### src/uart_consts.svh
// Frame size, queue depth and derived width macros for the echo UART
`ifndef UART_CONSTS_SVH
`define UART_CONSTS_SVH

// Serial frame format
`define UART_DATA_BITS 8
`define UART_STOP_BITS 2

// Bit counter wide enough for data and stop phases
`define UART_CNT_BITS $clog2(`UART_DATA_BITS + 1)

// Byte queue geometry, 16 entries
`define QUEUE_ADDR_BITS 4
`define QUEUE_DEPTH (1 << `QUEUE_ADDR_BITS)

// Occupancy needs one bit more than the address to reach a full queue
`define QUEUE_CNT_BITS (`QUEUE_ADDR_BITS + 1)

`endif

### src/uartPkg.sv
// Serial line types: receiver states, transmitter states, receive error vector
`default_nettype none

package uartPkg;

	// Receiver FSM, one state per frame phase
	typedef enum logic [2:0]
	{
		Ready,
		StartBit,
		RxWait,
		Parity,
		StopBit,
		RxDone
	} rxStateT;

	// Transmitter FSM, fetch from queue then shift out
	typedef enum logic [2:0]
	{
		TxIdle,
		TxFetch,
		TxStart,
		TxData,
		TxParity,
		TxStop
	} txStateT;

	// Error vector: bit 2 framing, bit 1 parity, bit 0 break
	typedef enum logic [2:0]
	{
		ErrNone          = 3'b000,
		ErrBreak         = 3'b001,
		ErrParity        = 3'b010,
		ErrParityBreak   = 3'b011,
		ErrFraming       = 3'b100,
		ErrFramingBreak  = 3'b101,
		ErrFramingParity = 3'b110,
		ErrAll           = 3'b111
	} rxErrorT;

endpackage

`default_nettype wire

### src/busPkg.sv
// Shared queue access types: access opcode and grant owner
`default_nettype none

package busPkg;

	// Memory access performed in one cycle
	typedef enum logic [1:0]
	{
		OpIdle  = 2'b00,
		OpWrite = 2'b01,
		OpRead  = 2'b10
	} accessOpT;

	// Owner of the single memory port in one cycle
	typedef enum logic [1:0]
	{
		GrantNone   = 2'b00,
		GrantWriter = 2'b01,
		GrantReader = 2'b10
	} grantT;

endpackage

`default_nettype wire

### src/uartRx.sv
// uartRx module: one-bit-per-clock frame receiver with break, parity and framing checks
`timescale 1ns/10ps
`default_nettype none
`include "uart_consts.svh"

module uartRx
(
	input  logic                       Clk,
	input  logic                       Rst,
	input  logic                       RxIn,
	output logic                       Rts,
	output logic                       DataRdy,
	output logic [`UART_DATA_BITS-1:0] RxData,
	output uartPkg::rxErrorT           RxError
);

	localparam int CntW = `UART_CNT_BITS;
	localparam logic [CntW-1:0] LastData = CntW'(`UART_DATA_BITS - 1);
	localparam logic [CntW-1:0] LastStop = CntW'(`UART_STOP_BITS - 1);

	uartPkg::rxStateT state;
	uartPkg::rxStateT nextState;
	logic [CntW-1:0] bitCnt;
	logic [`UART_DATA_BITS-1:0] dataReg;
	logic parityReg;
	logic [`UART_STOP_BITS-1:0] stopReg;
	logic breakErr;
	logic parityErr;
	logic framingErr;

	// Next state
	always_comb
	begin
		nextState = state;
		case (state)
			uartPkg::Ready:
				if (!RxIn)
					nextState = uartPkg::StartBit;
			uartPkg::StartBit:
				nextState = uartPkg::RxWait;
			uartPkg::RxWait:
				if (bitCnt == LastData)
					nextState = uartPkg::Parity;
			uartPkg::Parity:
				nextState = uartPkg::StopBit;
			uartPkg::StopBit:
				if (bitCnt == LastStop)
					nextState = uartPkg::RxDone;
			default:
				nextState = uartPkg::Ready;
		endcase
	end

	// State and bit counter
	// The counter runs on from StartBit into RxWait so StartBit holds the first data bit
	always_ff @(posedge Clk or posedge Rst)
	begin
		if (Rst)
		begin
			state  <= uartPkg::Ready;
			bitCnt <= '0;
		end
		else
		begin
			state <= nextState;
			case (state)
				uartPkg::StartBit,
				uartPkg::RxWait,
				uartPkg::StopBit:
					bitCnt <= bitCnt + 1'b1;
				default:
					bitCnt <= '0;
			endcase
		end
	end

	// Shift in data MSB first, then capture parity and stop bits
	always_ff @(posedge Clk)
	begin
		if (state == uartPkg::StartBit || state == uartPkg::RxWait)
			dataReg <= {dataReg[`UART_DATA_BITS-2:0], RxIn};
		else if (state == uartPkg::Parity)
			parityReg <= RxIn;
		else if (state == uartPkg::StopBit)
			stopReg <= {stopReg[`UART_STOP_BITS-2:0], RxIn};
	end

	assign framingErr = (stopReg != '1);
	// Even parity over the data bits
	assign parityErr  = ((^dataReg) != parityReg);
	assign breakErr   = (dataReg == '0) && framingErr;

	// Outputs only carry a result in RxDone
	always_comb
	begin
		Rts     = 1'b0;
		DataRdy = 1'b0;
		RxData  = '0;
		RxError = uartPkg::ErrNone;
		if (state == uartPkg::Ready)
			Rts = 1'b1;
		else if (state == uartPkg::RxDone)
		begin
			Rts     = 1'b1;
			RxError = uartPkg::rxErrorT'({framingErr, parityErr, breakErr});
			if (!framingErr && !parityErr && !breakErr)
			begin
				DataRdy = 1'b1;
				RxData  = dataReg;
			end
		end
	end

	rxOutKnownA: assert property (@(posedge Clk) disable iff (Rst)
		!$isunknown({Rts, DataRdy, RxData, RxError}));

	// Receiver is back in Ready and requesting data after each frame
	rxRtsAfterDoneA: assert property (@(posedge Clk) disable iff (Rst)
		(state == uartPkg::RxDone) |=> Rts);

	rxRdyXorErrA: assert property (@(posedge Clk) disable iff (Rst)
		!(DataRdy && (RxError != uartPkg::ErrNone)));

endmodule

`default_nettype wire

### src/rxWriter.sv
// rxWriter module: one-byte holding register between receiver and queue, with overrun report
`timescale 1ns/10ps
`default_nettype none
`include "uart_consts.svh"

module rxWriter
(
	input  logic                       Clk,
	input  logic                       Rst,
	input  logic                       DataRdy,
	input  logic [`UART_DATA_BITS-1:0] RxData,
	output logic                       WrReq,
	output logic [`UART_DATA_BITS-1:0] WrData,
	input  logic                       WrAck,
	output logic                       Overrun
);

	logic pending;
	logic accept;
	logic [`UART_DATA_BITS-1:0] holdReg;

	// A new byte is taken when the register is free or empties this cycle
	assign accept = DataRdy && (!pending || WrAck);

	always_ff @(posedge Clk or posedge Rst)
	begin
		if (Rst)
		begin
			pending <= 1'b0;
			Overrun <= 1'b0;
		end
		else
		begin
			Overrun <= DataRdy && pending && !WrAck;
			if (accept)
				pending <= 1'b1;
			else if (WrAck)
				pending <= 1'b0;
		end
	end

	always_ff @(posedge Clk)
	begin
		if (accept)
			holdReg <= RxData;
	end

	assign WrReq  = pending;
	assign WrData = holdReg;

	// Held byte must not change while the queue keeps it waiting
	wrDataStableA: assert property (@(posedge Clk) disable iff (Rst)
		(WrReq && !WrAck) |=> $stable(WrData));

endmodule

`default_nettype wire

### src/queueArbiter.sv
// Single-port byte queue with fixed-priority write and read arbitration
`timescale 1ns/10ps
`default_nettype none
`include "uart_consts.svh"

module queueArbiter
(
	input  logic                       Clk,
	input  logic                       Rst,
	input  logic                       WrReq,
	input  logic [`UART_DATA_BITS-1:0] WrData,
	output logic                       WrAck,
	input  logic                       RdReq,
	output logic                       RdAck,
	output logic [`UART_DATA_BITS-1:0] RdData,
	output logic                       RdValid
);

	localparam int CntW = `QUEUE_CNT_BITS;
	localparam logic [CntW-1:0] Depth = CntW'(`QUEUE_DEPTH);

	logic [`UART_DATA_BITS-1:0] mem [`QUEUE_DEPTH];
	logic [`QUEUE_ADDR_BITS-1:0] wrPtr;
	logic [`QUEUE_ADDR_BITS-1:0] rdPtr;
	logic [`QUEUE_ADDR_BITS-1:0] memAddr;
	logic [CntW-1:0] count;
	logic full;
	logic empty;
	busPkg::grantT grant;
	busPkg::accessOpT accessOp;

	assign full  = (count == Depth);
	assign empty = (count == '0);

	// Writer wins; a refused write leaves the port free for a read
	always_comb
	begin
		if (WrReq && !full)
			grant = busPkg::GrantWriter;
		else if (RdReq && !empty)
			grant = busPkg::GrantReader;
		else
			grant = busPkg::GrantNone;
	end

	// Port address and access type follow the owner
	always_comb
	begin
		case (grant)
			busPkg::GrantWriter:
			begin
				accessOp = busPkg::OpWrite;
				memAddr  = wrPtr;
			end
			busPkg::GrantReader:
			begin
				accessOp = busPkg::OpRead;
				memAddr  = rdPtr;
			end
			default:
			begin
				accessOp = busPkg::OpIdle;
				memAddr  = rdPtr;
			end
		endcase
	end

	assign WrAck = (grant == busPkg::GrantWriter);
	assign RdAck = (grant == busPkg::GrantReader);

	always_ff @(posedge Clk or posedge Rst)
	begin
		if (Rst)
		begin
			wrPtr   <= '0;
			rdPtr   <= '0;
			count   <= '0;
			RdValid <= 1'b0;
		end
		else
		begin
			RdValid <= (accessOp == busPkg::OpRead);
			if (accessOp == busPkg::OpWrite)
			begin
				wrPtr <= wrPtr + 1'b1;
				count <= count + 1'b1;
			end
			else if (accessOp == busPkg::OpRead)
			begin
				rdPtr <= rdPtr + 1'b1;
				count <= count - 1'b1;
			end
		end
	end

	// The single memory port
	always_ff @(posedge Clk)
	begin
		if (accessOp == busPkg::OpWrite)
			mem[memAddr] <= WrData;
		else if (accessOp == busPkg::OpRead)
			RdData <= mem[memAddr];
	end

	// Only one pointer moves per cycle on the single port
	oneAccessA: assert property (@(posedge Clk) disable iff (Rst)
		$stable(wrPtr) || $stable(rdPtr));

	countBoundA: assert property (@(posedge Clk) disable iff (Rst)
		count <= Depth);

endmodule

`default_nettype wire

### src/uartTx.sv
// uartTx module: queue reader and frame serializer with Cts flow control
`timescale 1ns/10ps
`default_nettype none
`include "uart_consts.svh"

module uartTx
(
	input  logic                       Clk,
	input  logic                       Rst,
	input  logic                       Cts,
	output logic                       RdReq,
	input  logic                       RdAck,
	input  logic [`UART_DATA_BITS-1:0] RdData,
	input  logic                       RdValid,
	output logic                       Tx
);

	localparam int CntW = `UART_CNT_BITS;
	localparam logic [CntW-1:0] LastData = CntW'(`UART_DATA_BITS - 1);
	localparam logic [CntW-1:0] LastStop = CntW'(`UART_STOP_BITS - 1);

	uartPkg::txStateT state;
	uartPkg::txStateT nextState;
	logic [CntW-1:0] bitCnt;
	logic [`UART_DATA_BITS-1:0] shiftReg;
	logic parityBit;

	assign RdReq = (state == uartPkg::TxFetch);

	// Cts only matters in TxIdle, a started frame always finishes
	always_comb
	begin
		nextState = state;
		case (state)
			uartPkg::TxIdle:
				if (Cts)
					nextState = uartPkg::TxFetch;
			uartPkg::TxFetch:
				nextState = RdAck ? uartPkg::TxStart : uartPkg::TxIdle;
			uartPkg::TxStart:
				nextState = RdValid ? uartPkg::TxData : uartPkg::TxIdle;
			uartPkg::TxData:
				if (bitCnt == LastData)
					nextState = uartPkg::TxParity;
			uartPkg::TxParity:
				nextState = uartPkg::TxStop;
			uartPkg::TxStop:
				if (bitCnt == LastStop)
					nextState = uartPkg::TxIdle;
			default:
				nextState = uartPkg::TxIdle;
		endcase
	end

	// Tx is registered, so each state sets the bit seen on the next cycle
	always_ff @(posedge Clk or posedge Rst)
	begin
		if (Rst)
		begin
			state  <= uartPkg::TxIdle;
			bitCnt <= '0;
			Tx     <= 1'b1;
		end
		else
		begin
			state <= nextState;
			case (state)
				uartPkg::TxStart:
				begin
					// Start bit
					Tx     <= !RdValid;
					bitCnt <= '0;
				end
				uartPkg::TxData:
				begin
					Tx     <= shiftReg[`UART_DATA_BITS-1];
					bitCnt <= bitCnt + 1'b1;
				end
				uartPkg::TxParity:
				begin
					Tx     <= parityBit;
					bitCnt <= '0;
				end
				uartPkg::TxStop:
				begin
					Tx     <= 1'b1;
					bitCnt <= bitCnt + 1'b1;
				end
				default:
				begin
					Tx     <= 1'b1;
					bitCnt <= '0;
				end
			endcase
		end
	end

	// Load byte from the queue, then shift MSB first
	always_ff @(posedge Clk)
	begin
		if (state == uartPkg::TxStart && RdValid)
		begin
			shiftReg  <= RdData;
			parityBit <= ^RdData;
		end
		else if (state == uartPkg::TxData)
			shiftReg <= {shiftReg[`UART_DATA_BITS-2:0], 1'b0};
	end

	// Line is idle whenever the FSM rests, including the last stop bit
	txIdleHighA: assert property (@(posedge Clk) disable iff (Rst)
		(state == uartPkg::TxIdle) |-> Tx);

endmodule

`default_nettype wire

### src/uartEcho.sv
// uartEcho module: top level joining receiver, holding writer, queue arbiter and transmitter
`timescale 1ns/10ps
`default_nettype none
`include "uart_consts.svh"

module uartEcho
(
	input  logic             Clk,
	input  logic             Rst,
	input  logic             RxIn,
	input  logic             Cts,
	output logic             Tx,
	output logic             Rts,
	output uartPkg::rxErrorT RxError,
	output logic             Overrun
);

	// Receiver to writer
	logic dataRdy;
	logic [`UART_DATA_BITS-1:0] rxData;

	// Writer to queue
	logic wrReq;
	logic wrAck;
	logic [`UART_DATA_BITS-1:0] wrData;

	// Queue to transmitter
	logic rdReq;
	logic rdAck;
	logic rdValid;
	logic [`UART_DATA_BITS-1:0] rdData;

	uartRx rx_i
	(
		.Clk     (Clk),
		.Rst     (Rst),
		.RxIn    (RxIn),
		.Rts     (Rts),
		.DataRdy (dataRdy),
		.RxData  (rxData),
		.RxError (RxError)
	);

	rxWriter writer_i
	(
		.Clk     (Clk),
		.Rst     (Rst),
		.DataRdy (dataRdy),
		.RxData  (rxData),
		.WrReq   (wrReq),
		.WrData  (wrData),
		.WrAck   (wrAck),
		.Overrun (Overrun)
	);

	queueArbiter queue_i
	(
		.Clk     (Clk),
		.Rst     (Rst),
		.WrReq   (wrReq),
		.WrData  (wrData),
		.WrAck   (wrAck),
		.RdReq   (rdReq),
		.RdAck   (rdAck),
		.RdData  (rdData),
		.RdValid (rdValid)
	);

	uartTx tx_i
	(
		.Clk     (Clk),
		.Rst     (Rst),
		.Cts     (Cts),
		.RdReq   (rdReq),
		.RdAck   (rdAck),
		.RdData  (rdData),
		.RdValid (rdValid),
		.Tx      (Tx)
	);

endmodule

`default_nettype wire

### config.mk
export PLATFORM = sky130hd
export DESIGN_NAME = uartEcho
export DESIGN_NICKNAME = d
export VERILOG_FILES = /design/src/uartPkg.sv /design/src/busPkg.sv /design/src/uartRx.sv /design/src/rxWriter.sv /design/src/queueArbiter.sv /design/src/uartTx.sv /design/src/uartEcho.sv
export VERILOG_INCLUDE_DIRS = /design/src
export SDC_FILE = /design/constraint.sdc
export NUM_CORES = 1
export LEC_CHECK = 0
export BUFFER_PORTS_ARGS = -buffer_cell sky130_fd_sc_hd__buf_2
export CORE_ASPECT_RATIO = 0.6
export CORE_MARGIN = 2
export CORE_UTILIZATION = 30
export CTS_BUF_LIST = sky130_fd_sc_hd__clkbuf_4 sky130_fd_sc_hd__clkbuf_8
export DETAILED_ROUTE_END_ITERATION = 8
export GPL_TIMING_DRIVEN = 0
export PLACE_DENSITY = 0.52
export SLEW_MARGIN = 40
export SYNTH_ARGS = -nofsm -noshare
export SYNTH_HDL_FRONTEND = slang
export SYNTH_HIERARCHICAL = 1
export SYNTH_SLANG_ARGS = --single-unit
### constraint.sdc
create_clock -name Clk -period 6.45 [get_ports Clk]
set_input_delay 1.29 -clock Clk [delete_from_list [all_inputs] [get_ports Clk]]
set_output_delay 1.29 -clock Clk [all_outputs]
set_load 0.02 [all_outputs]
# ---- Yosys cells after proc, flatten, opt, wreduce, memory -nomap -nowiden
# Memory sizes are Yosys's and may differ from the RTL's. A register that Yosys moved wholly into a read port is not among the register bits.
# Index checks and enable logic that the tools add are counted.
dict set report op_classes {
  n_mux 32
  bitwise 5
  add_sub_neg 6
  eq_ne 27
  n_reduce_logical 36
}
# op count
set ops {}
lappend ops {{$mux 3} 8}
lappend ops {{$pmux 3 s6} 1}
lappend ops {{$add 4x1->4 const B} 4}
lappend ops {{$mux 8} 2}
lappend ops {{$reduce_xor 8->1} 2}
lappend ops {{$pmux 3 s5} 1}
lappend ops {{$eq 3x2->1 const B} 4}
lappend ops {{$eq 3x3->1 const B} 4}
lappend ops {{$mux 4} 3}
lappend ops {{$mux 5} 2}
lappend ops {{$logic_and 1x1->1} 9}
lappend ops {{$mux 1} 9}
lappend ops {{$reduce_and 3->1} 3}
lappend ops {{$eq 4x1->1 const B} 2}
lappend ops {{$eq 4x3->1 const B} 2}
lappend ops {{$logic_not 1->1} 8}
lappend ops {{$logic_not 8->1} 1}
lappend ops {{$mux 2} 4}
lappend ops {{$ne 2x1->1 const B} 4}
lappend ops {{$eq 3x1->1 const B} 2}
lappend ops {{$logic_not 3->1} 2}
lappend ops {{$ne 2x2->1 const B} 3}
lappend ops {{$reduce_bool 2->1} 3}
lappend ops {{$reduce_or 3->1} 2}
lappend ops {{13 further kinds} 21}
dict set report totals {
  word_cells 124
  n_memories 1
  ram_bits 128
  inputBits 4
  regBits 59
}
# name depth word_bits read_ports rd_ports_with_merged_regs wr line
set mem_list {}
lappend mem_list {queue_i.mem 16 8 1 1 1 queueArbiter.sv:22} ;# logic [`UART_DATA_BITS-1:0] mem [`QUEUE_DEPTH];

# ---- Longest topological paths before layout
# Gate-level depths: netlist of the first run.
dict set report logic_depth {
  depth_word 10
  mapped_depth 11
  ltp_nobuf 9
}

# ---- Modules after synthesis
# Netlist of the first run, hierarchy kept.
# module seq_area_each_um2 area_per_inst_um2 instances cells_each
set modules_own_cells {}
lappend modules_own_cells {queueArbiter 4434.3 6216.0 1 439}
lappend modules_own_cells {uartRx 505.5 922.1 1 78}
lappend modules_own_cells {uartTx 471.7 862.1 1 69}
lappend modules_own_cells {rxWriter 290.3 327.8 1 16}

# ---- Least setup slack after synthesis of the first run
# OpenSTA, ideal clock, no wires.
dict set report synth_path {
  path_type {register to register}
  from {register queue_i.count[0]}
  to {memory queue_i/mem[9][0] (netlist bit), enable pin}
  path_stages_with_launch 10
  period_less_slack_ns 2.983
  setup_slack_ns 3.467
  path_buffers 3
  t_arrival_ns 2.600
  setup_time_ns 0.383
  cell_sequence {dfrtp_1 or4_1 buf_2 o21ai_4 inv_2 buf_4 nor3b_2 a31oi_1 buf_2 nor3_1}
}
dict set report synth_via {
  elab_chain_cells 10
  word_cells_on_any_way 15
}
# item line
set synth_lines {}
lappend synth_lines {{from (decl)} queueArbiter.sv:26} ;# logic [CntW-1:0] count;
lappend synth_lines {{from (signal assigned)} queueArbiter.sv:86} ;# count <= count + 1'b1;
lappend synth_lines {{from (signal assigned)} queueArbiter.sv:91} ;# count <= count - 1'b1;
lappend synth_lines {{$logic_not 5->1} queueArbiter.sv:33} ;# assign empty = (count == '0);
lappend synth_lines {{$logic_not 1->1} queueArbiter.sv:40} ;# else if (RdReq && !empty)
lappend synth_lines {{$logic_and 1x1->1} queueArbiter.sv:40}
lappend synth_lines {{$mux 2} queueArbiter.sv:40}
lappend synth_lines {{$mux 2 *} queueArbiter.sv:38} ;# if (WrReq && !full)
lappend synth_lines {{$eq 2x1->1 *} n/a}
lappend synth_lines {{via wrAck} uartEcho.sv:24} ;# logic wrAck;
lappend synth_lines {{$pmux 2 s2} queueArbiter.sv:49} ;# case (grant)
lappend synth_lines {{$eq 2x1->1} queueArbiter.sv:99} ;# if (accessOp == busPkg::OpWrite)
lappend synth_lines {{$mux 1} queueArbiter.sv:99}
lappend synth_lines {{$mux 1 (implied by the code)} queueArbiter.sv:100} ;# mem[memAddr] <= WrData;
lappend synth_lines {{to (decl)} queueArbiter.sv:22}
# The timed path passes the listed nets; every way through them passes the cells marked *.

# ---- Final worst setup path of the first run
dict set report layout_path {
  from {register rx_i.dataReg[3]}
  to {output RxError[1]}
}
dict set report layout_via {
  elab_chain_cells 4
}
# item line
set layout_lines {}
lappend layout_lines {{from (decl)} uartRx.sv:24} ;# logic [`UART_DATA_BITS-1:0] dataReg;
lappend layout_lines {{from (signal assigned)} uartRx.sv:81} ;# dataReg <= {dataReg[`UART_DATA_BITS-2:0], RxIn};
lappend layout_lines {{$reduce_xor 8->1} uartRx.sv:90} ;# assign parityErr = ((^dataReg) != parityReg);
lappend layout_lines {{$ne 1x1->1} uartRx.sv:90}
lappend layout_lines {{$mux 3} uartRx.sv:102} ;# else if (state == uartPkg::RxDone)
lappend layout_lines {{$mux 3} uartRx.sv:100} ;# if (state == uartPkg::Ready)
lappend layout_lines {{to (decl)} uartEcho.sv:14} ;# output uartPkg::rxErrorT RxError,
# Every way passes these cells.

==> impl_metrics.tcl, run 1 <==
set metrics [dict create \
    yosysSeqAreaShare_pct 68.5 \
    area_growth_pct 10.9 \
    p_leak_nw 3.11 \
    dpl_cell_area_um2 8860 \
    numCtsBuffers 17 \
    worst_slew_pin_slew_ps 841 \
    pin_count 10 \
    ys.flop_type "edfxtp_1" \
    clk_pin_slew_worst_paths_ps 90 \
    clockBufferDepth 2 \
    postSynth.asyncResetShare_pct 15.9 \
    reg2reg_from "queue_i/count[0]" \
    finalPower_mw 3.99 \
    hold_end "rx_i/dataReg[7]" \
    setup.worst_path.end_class "output pin" \
    gp_congestion 0.839 \
    cts_resized 0 \
    ff2ff_path_depth 9 \
    postCtsSetupBuffers 0 \
    setup.worst_path.class "reg -> out" \
    period_share_pct 55.5 \
    clock_skew_ps 10.8 \
    drt_wl_total_um 19300 \
    drv_slew 0 \
    initial_core_util_pct 30.4 \
    die_y_um 133 \
    startpoint_type "flip-flop" \
    status "finished clean" \
    maxCapViolations 0 \
    drt_iter0_markers 611 \
    postCtsHoldBufs 0 \
    syn_inst 602 \
    synth_fp_nets 620 \
    fin_cells 1010 \
    cp.required_ps 5160 \
    avgSynthCellArea_um2 13.8 \
    synth_edf_count 164 \
    hp-start "rx_i/dataReg[6]" \
    num_rows 47 \
    grt_max_degree 17 \
    cts_max_level 4 \
    portBuffers 9 \
    synth-seq-cells 195 \
    maxSlewHeadroom_pct 43.9 \
    vias 5072 \
    drc 0 \
    r2r-end "queue_i/mem[11][1]" \
    fmax_mhz 279 \
    grt_usage_pct 14.0 \
    wl_per_cell_um 19.1 \
    cts_sinks 195 \
    grt_pass1_wl_um 29700 \
    setup_viol 0 \
    drive_gt1_share_pct 14.0 \
    yosysWarnings 6 \
    die_w_um 219 \
    setup_tns_ps 0 \
    vias_per_cell 5.02 \
    ys_types 69 \
    cts_root_buf "clkbuf_8" \
    cts_tree "yes" \
    core_area_um2 27400 \
    overflow 0 \
    antenna_left 0 \
    crit_fanout 10 \
    dp.cells 978 \
    hold_path_depth 0 \
    nNetsFinal 648 \
    hold_class "reg -> reg" \
    rsz0062_at_grt "false" \
    power.density_nw_per_um2 432 \
    arrival_ps 2290 \
    dpl.hpwl_um 13700 \
    hold_viol_final 0 \
    grt_pass1_vias 4986 \
    ir_drop_uv 222 \
    hold_slack_ps 455 \
    antenna_found_initial 0 \
    n_antenna_cell 0 \
    clk_latency_ps 490 \
    syn_area_um2 8330 \
    r2r_slack_ps 3050 \
    fp.dieArea_um2 29200 \
    period_minus_slack_ps 3580 \
    finish.instance_area_um2 9240 \
    dr.pass1.iters 5 \
]
## worst max-delay path, stage by stage, from the launching register on
cell	delay, ps
edfxtp_1	400
inv_1	110
ha_1	250
xnor3_2	430
xnor2_4	300
and2b_1	160
buf_2	150
## synth_stat cells, drive strengths merged, types with 7 or more instances
cell type,instances,area (um2)
xnor2,16,159
nand4,11,75.1
mux2i,19,203
buf,12,71.3
nand2,36,135
dfrtp,30,751
a221o,16,160
inv,25,93.8
ha,13,163
a41oi,8,70.1
nor2,29,109
clkbuf,19,71.3
nand3,13,65.1
xor2,8,77.6
nor3,16,80.1
o21ai,70,362
a21oi,34,174
edfxtp,164,4920
mux2,7,78.8
## area by class of cell
type                    instances  area (um2)
multi-input cells             351        2440
repair buffers                  9        45.0
fillers                      2684       18200
plain buffers                  31         143
inverters                      25        93.8
clock buffers                  18         241
well taps                     367         459
flip-flops and latches        195        5700
clock inverters                14         115
## power by group
part | leakage [nW] | internal [mW] | switching [mW]
clock | 0.175 | 0.306 | 0.426
sequential | 1.85 | 1.57 | 0.124
combinational | 1.09 | 0.572 | 0.996
total | 3.11 | 2.45 | 1.55
## state kept, by name (all words and copies together) (netlist names), 2 cells and up
signal / count
queue_i/wrPtr: 4
queue_i/RdData: 8
tx_i/bitCnt: 4
rx_i/bitCnt: 4
queue_i/count: 5
queue_i/mem: 128
writer_i/WrData: 8
rx_i/state: 3
rx_i/dataReg: 8
tx_i/shiftReg: 8
queue_i/rdPtr: 4
tx_i/state: 3
rx_i/stopReg: 2
## placed cells by master (no fill, tap or decap), types with 5 or more instances in the layout
master	netlist	layout
a21oi_1	33	33
a221o_1	16	16
a41oi_1	8	8
buf_2	9	18
clkbuf_1	19	19
clkbuf_8	0	17
clkinv_2	0	5
dfrtp_1	30	30
edfxtp_1	164	164
ha_1	13	13
inv_1	24	24
mux2_2	7	7
mux2i_1	18	18
nand2_1	36	36
nand3_1	13	13
nand4_1	10	10
nor2_1	29	27
nor3_1	16	12
o21ai_0	67	67
xnor2_1	15	15
xor2_1	7	7
## through the flow
stage,setup WS [ps],util [%]
2_1_floorplan,3470,-
3_3_place_gp,2740,32.2
4_1_cts,2820,33.6
6_report,2870,33.7
5_1_grt,2730,33.7
3_5_place_dp,3040,32.3
## worst max-delay path by stage
stage,start,endpoint
after floorplan,queue_i/count[0],queue_i/mem[9][0]
after global routing,rx_i/dataReg[0],RxError[1]
after CTS,rx_i/dataReg[2],RxError[1]
final,rx_i/dataReg[3],RxError[1]
after global placement,queue_i/count[0],queue_i/mem[1][3]
after detailed placement,queue_i/count[0],queue_i/mem[8][5]
## kinds of logic (layout without fill, tap and decap cells)
family / after synthesis / after routing / synth area share [%]
AO/OA/AOI/OAI: 153 / 153 / 11.7
XOR/XNOR: 25 / 25 / 3.13
adder cells (fa/ha/maj): 14 / 14 / 2.19
buffers and inverters: 56 / 97 / 2.84
flip-flops: 195 / 195 / 68.5
multiplexers: 26 / 26 / 3.38
AND/OR/NAND/NOR: 133 / 133 / 8.32
## per-layer routing
layer  global-route usage, %  share of wire (%)  vias to the layer above
met3                    4.23                8.8                       18
met5                       0                  0                        -
met1                    22.2                 51                     2556
met2                    18.0                 39                      175
li1                        -                  -                     2323
met4                    4.02                1.2                        0
Power figures use the tool's default switching activity.
==> run 2, diff against run 1 <==
==> constraint.sdc (replaced) <==
create_clock -name Clk -period 3.5 [get_ports Clk]
set_input_delay 0.7 -clock Clk [delete_from_list [all_inputs] [get_ports Clk]]
set_output_delay 0.7 -clock Clk [all_outputs]
set_load 0.02 [all_outputs]
==> run 2 against run 1 <==
Net effect: utilization barely moved; via count barely moved; worst hold slack got worse by 350 ps; clock-buffer cell count unchanged; sequential share of layout area is essentially flat; total power up 84%; cell count did not move; final area hardly changed; clock power increased by 84%; global-route usage unchanged; sequential power grew 85%; worst setup slack worse by 2800 ps; critical path type is now reg -> reg; largest cell class unchanged; highest routed layer unchanged.
==> impl_metrics.tcl, run 2 (synthesis results as in run 1) <==
set metrics [dict create \
    arrival_ps 3520 \
    dr.pass1.iters 5 \
    worst_slew_pin_slew_ps 874 \
    period_minus_slack_ps 3400 \
    vias 5068 \
    num_rows 47 \
    finish.instance_area_um2 9240 \
    core_area_um2 27400 \
    cts_tree "yes" \
    overflow 0 \
    initial_core_util_pct 30.4 \
    cp.required_ps 3610 \
    gp_congestion 0.839 \
    postCtsHoldBufs 0 \
    finalPower_mw 7.35 \
    die_y_um 133 \
    n_antenna_cell 0 \
    maxSlewHeadroom_pct 41.7 \
    hold_viol_final 0 \
    maxCapViolations 0 \
    numCtsBuffers 17 \
    portBuffers 9 \
    setup.worst_path.end_class "flip-flop" \
    fillers 2682 \
    drt_iter0_markers 616 \
    status "finished clean" \
    ir_drop_uv 409 \
    area_growth_pct 11.0 \
    dpl_cell_area_um2 8860 \
    die_w_um 219 \
    cts_sinks 195 \
    clk_latency_ps 490 \
    largest-register "queue_i/mem" \
    antenna_left 0 \
    rsz0062_at_grt "true" \
    power.density_nw_per_um2 795 \
    crit_fanout 11 \
    drt_wl_total_um 19200 \
    fp.dieArea_um2 29200 \
    largest_reg_flops 128 \
    grt_usage_pct 14.0 \
    grt_pass1_vias 4986 \
    drv_slew 0 \
    hold_slack_ps 99.9 \
    period_share_pct 97.2 \
    wl_per_cell_um 19.0 \
    vias_per_cell 5.02 \
    p_leak_nw 3.11 \
    grt_max_degree 17 \
    cts_max_level 4 \
    dp.cells 978 \
    setup_viol 0 \
    clk_pin_slew_worst_paths_ps 100 \
    grt_pass1_wl_um 29700 \
    hold_class "in -> async" \
    antenna_found_initial 0 \
    cts_root_buf "clkbuf_8" \
    drive_gt1_share_pct 14.3 \
    startpoint_type "flip-flop" \
    clockBufferDepth 2 \
    fmax_mhz 294 \
    fin_cells 1010 \
    nNetsFinal 648 \
    drc 0 \
    clock_skew_ps 11.2 \
    final_common_cell "edfxtp_1" \
    pin_count 10 \
    final_cell_mix "edfxtp_1, o21ai_0, nand2_1" \
    dpl.hpwl_um 13700 \
    setup.worst_path.class "reg -> reg" \
]
run 2: cell counts in the layout (fill, tap and decap cells not counted):
No cell type changed its count.
run 2: timing repair:
action                                  4_1_cts  5_1_grt
resized for setup                             0        2
endpoints found under the setup margin        0       49
buffers inserted                              0        0
run 2: per-stage QoR:
| step | util [%] | worst slack [ps] | TNS [ps] |
|---|---|---|---|
| floorplan | - | 517 | 0 |
| global placement | 32.2 | -214 | -3170 |
| detailed placement | 32.3 | 93.4 | 0 |
| CTS | 33.6 | 70.1 | 0 |
| global route | 33.7 | -138 | -3580 |
| finish | 33.7 | 97.9 | 0 |
run 2: per-layer routing:
layer	GRT usage (%)	routed length [um]	part of all wire [%]	vias up
met4	4.02	201	1.0	0
li1	-	-	-	2323
met5	0	0	0	-
met3	4.23	1730	9.0	14
met2	18.0	7570	39	183
met1	22.2	9700	51	2548
run 2: area by class of cell:
cell class                 count  area [um2]  share of cell area (%)
tap                          367         459                    4.97
clock buffer                  18         241                    2.61
buffer                        31         143                    1.54
inverter                      25        93.8                    1.02
timing repair buffer           9        45.0                   0.487
clock inverter                14         115                    1.25
multi-input combinational    351        2440                    26.4
sequential                   195        5700                    61.7
run 2: worst max-delay path, cell delays in order (launching register included):
cell and delay [ps]:
dfrtp_1 460, or4_1 510, buf_2 190, o21ai_4 390
inv_2 110, buf_4 210, nor3_1 170, nor2_1 140
buf_2 220, nor3_2 620
run 2: worst paths after layout:
path / from / endpoint / slack (ps) / depth (start not counted)
hold reg to reg: rx_i/dataReg[6] / rx_i/dataReg[7] / 450 / 0
max in group asynchronous: Rst / queue_i/rdPtr[3] / 2800 / 2
min in group Clk: rx_i/dataReg[6] / rx_i/dataReg[7] / 450 / 0
setup reg to reg: queue_i/count[0] / queue_i/mem[1][3] / 100 / 9
setup / recovery: queue_i/count[0] / queue_i/mem[1][3] / 100 / 9
hold / removal: Rst / writer_i/Overrun / 100 / 2
run 2: power by group:
part / internal, mW / switching, mW / total [mW] / leakage, nW
clock: 0.563 / 0.783 / 1.35 / 0.175
sequential: 2.89 / 0.227 / 3.12 / 1.85
combinational: 1.05 / 1.83 / 2.89 / 1.09
==> run 3, diff against run 2 <==
--- a/config.mk
+++ b/config.mk
@@ -6,14 +6,15 @@
 export SDC_FILE = /design/constraint.sdc
 export NUM_CORES = 1
 export LEC_CHECK = 0
-export BUFFER_PORTS_ARGS = -buffer_cell sky130_fd_sc_hd__buf_2
 export CORE_ASPECT_RATIO = 0.6
 export CORE_MARGIN = 2
 export CORE_UTILIZATION = 30
 export CTS_BUF_LIST = sky130_fd_sc_hd__clkbuf_4 sky130_fd_sc_hd__clkbuf_8
 export DETAILED_ROUTE_END_ITERATION = 8
+export DONT_BUFFER_PORTS = 1
 export GPL_TIMING_DRIVEN = 0
 export PLACE_DENSITY = 0.52
+export REMOVE_ABC_BUFFERS = 1
 export SLEW_MARGIN = 40
 export SYNTH_ARGS = -nofsm -noshare
 export SYNTH_HDL_FRONTEND = slang
==> run 3 against run 2 <==
Net effect: clock-buffer cell count did not move; worst hold slack got worse by 66 ps; non-clock buffer count fell by 19; worst setup slack improved by 160 ps; final area rose by 1.7%; via count fell by 1.5%; sequential share of layout area fell by 1.0 points; largest power group unchanged; first-iteration DRC count fell by 14%; utilization rose by 0.58 points; critical path depth fell by 2; register-to-register slack improved by 160 ps; combinational power fell by 3%.
==> impl_metrics.tcl, run 3 (synthesis results as in run 1) <==
set metrics [dict create \
    maxSlewHeadroom_pct 42.5 \
    grt_usage_pct 13.3 \
    cts_max_level 4 \
    worst_slew_pin_slew_ps 863 \
    drt_iter0_markers 529 \
    largest_reg_flops 128 \
    setup_viol 0 \
    cp.required_ps 3690 \
    startpoint_type "flip-flop" \
    antenna_found_initial 0 \
    status "finished clean" \
    ir_drop_uv 421 \
    crit_path_cell_trace "or4_1, o21ai_4, buf_12, mux2i_4, a41oi_1, a21oi_1, nand3_1" \
    dpl.hpwl_um 12700 \
    drc 0 \
    initial_core_util_pct 30.4 \
    cts_sinks 195 \
    nNetsFinal 629 \
    period_share_pct 92.6 \
    critPathSlowestCell "or4_1" \
    die_w_um 219 \
    clock_skew_ps 13.1 \
    drive_gt1_share_pct 16.5 \
    cts_root_buf "clkbuf_8" \
    crit_fanout 12 \
    power.density_nw_per_um2 796 \
    rsz0062_at_grt "false" \
    num_rows 47 \
    hold_viol_final 0 \
    numCtsBuffers 17 \
    fmax_mhz 308 \
    clockBufferDepth 2 \
    n_antenna_cell 0 \
    hold_class "in -> async" \
    wl_per_cell_um 18.7 \
    final_cell_mix "edfxtp_1, o21ai_0, nand2_1" \
    drv_slew 0 \
    fillers 2679 \
    dr.pass1.iters 5 \
    clk_pin_slew_worst_paths_ps 100 \
    vias_per_cell 5.04 \
    pin_count 10 \
    portBuffers 0 \
    setup.worst_path.end_class "flip-flop" \
    overflow 0 \
    gp_congestion 0.779 \
    grt_max_degree 18 \
    period_minus_slack_ps 3240 \
    place_ws_ps 4.69 \
    vias 4993 \
    area_growth_pct 12.9 \
    core_area_um2 27400 \
    maxCapViolations 0 \
    ff2ff_path_depth 7 \
    arrival_ps 3440 \
    final_common_cell "edfxtp_1" \
    antenna_left 0 \
    multi_input_area_um2 2560 \
    die_y_um 133 \
    hold_slack_ps 34.1 \
    grt_pass1_vias 4975 \
    cpPeakStageDelay_ps 760 \
    cts_tree "yes" \
    fp.dieArea_um2 29200 \
    clk_latency_ps 470 \
    setup.worst_path.class "reg -> reg" \
    regArea_um2 5700 \
    p_leak_nw 3.14 \
    largest-register "queue_i/mem" \
    grt_pass1_wl_um 28900 \
    setup_slack_ps 257 \
    drt_wl_total_um 18500 \
]
run 3: timing repair:
item / in CTS / in global routing
setup buffers: 0 / 9
gates resized for setup: 1 / 1
endpoints found under the hold margin: 2 / 0
hold buffers: 1 / 0
pin swaps: 0 / 1
setup endpoints to repair: 8 / 25
run 3: worst max-delay path, delay by kind of cell, from the launching register on:
family          cells  cell delay [ps]
flops               1              470
compound gates      3              910
buf+inv             1              150
mux                 1              510
simple gates        2              900
run 3: path summary, 6_finish.rpt:
path | start | endpoint | slack [ps]
worst max-delay path | queue_i/count[0] | queue_i/RdData[6] | 260
worst min-delay path | Rst | rx_i/bitCnt[3] | 30
worst max register to register | queue_i/count[0] | queue_i/RdData[6] | 260
worst min register to register | rx_i/dataReg[4] | rx_i/dataReg[5] | 460
max in group asynchronous | Rst | writer_i/WrReq | 2890
min in group Clk | RxIn | rx_i/parityReg | 320
run 3: report_power, final:
group / switching, mW / internal, mW
clock: 0.775 / 0.635
sequential: 0.376 / 2.89
combinational: 1.68 / 1.14
total: 2.83 / 4.66
run 3: final cells by class:
cell class / instances / area share, %
flip-flops and latches: 195 / 60.6
multi-input cells: 351 / 27.2
well taps: 367 / 4.88
clock buffers: 18 / 2.57
repair buffers: 21 / 2.20
clock inverters: 14 / 1.46
inverters: 25 / 0.998
run 3: per-stage QoR:
| step | setup TNS [ps] | instances | total power, mW | area, um2 | util, % |
|---|---|---|---|---|---|
| final | 0 | 991 | 7.48 | 9400 | 34.3 |
| after global routing | 0 | 991 | 7.92 | 9400 | 34.3 |
| after CTS | 0 | 982 | 7.42 | 9280 | 33.9 |
| after detailed placement | 0 | 949 | 5.99 | 8880 | 32.4 |
| after global placement | -102260 | 938 | 5.72 | 8640 | 31.5 |
| after floorplan | 0 | 571 | 5.04 | 8190 | - |
run 3: routing by layer:
| metal | part of all wire, % | wire, um | track usage [%] |
|---|---|---|---|
| met4 | 1.2 | 223 | 4.50 |
| met5 | 0 | 0 | 0 |
| met3 | 7.3 | 1360 | 4.02 |
| met1 | 51 | 9390 | 20.1 |
| met2 | 41 | 7580 | 18.0 |
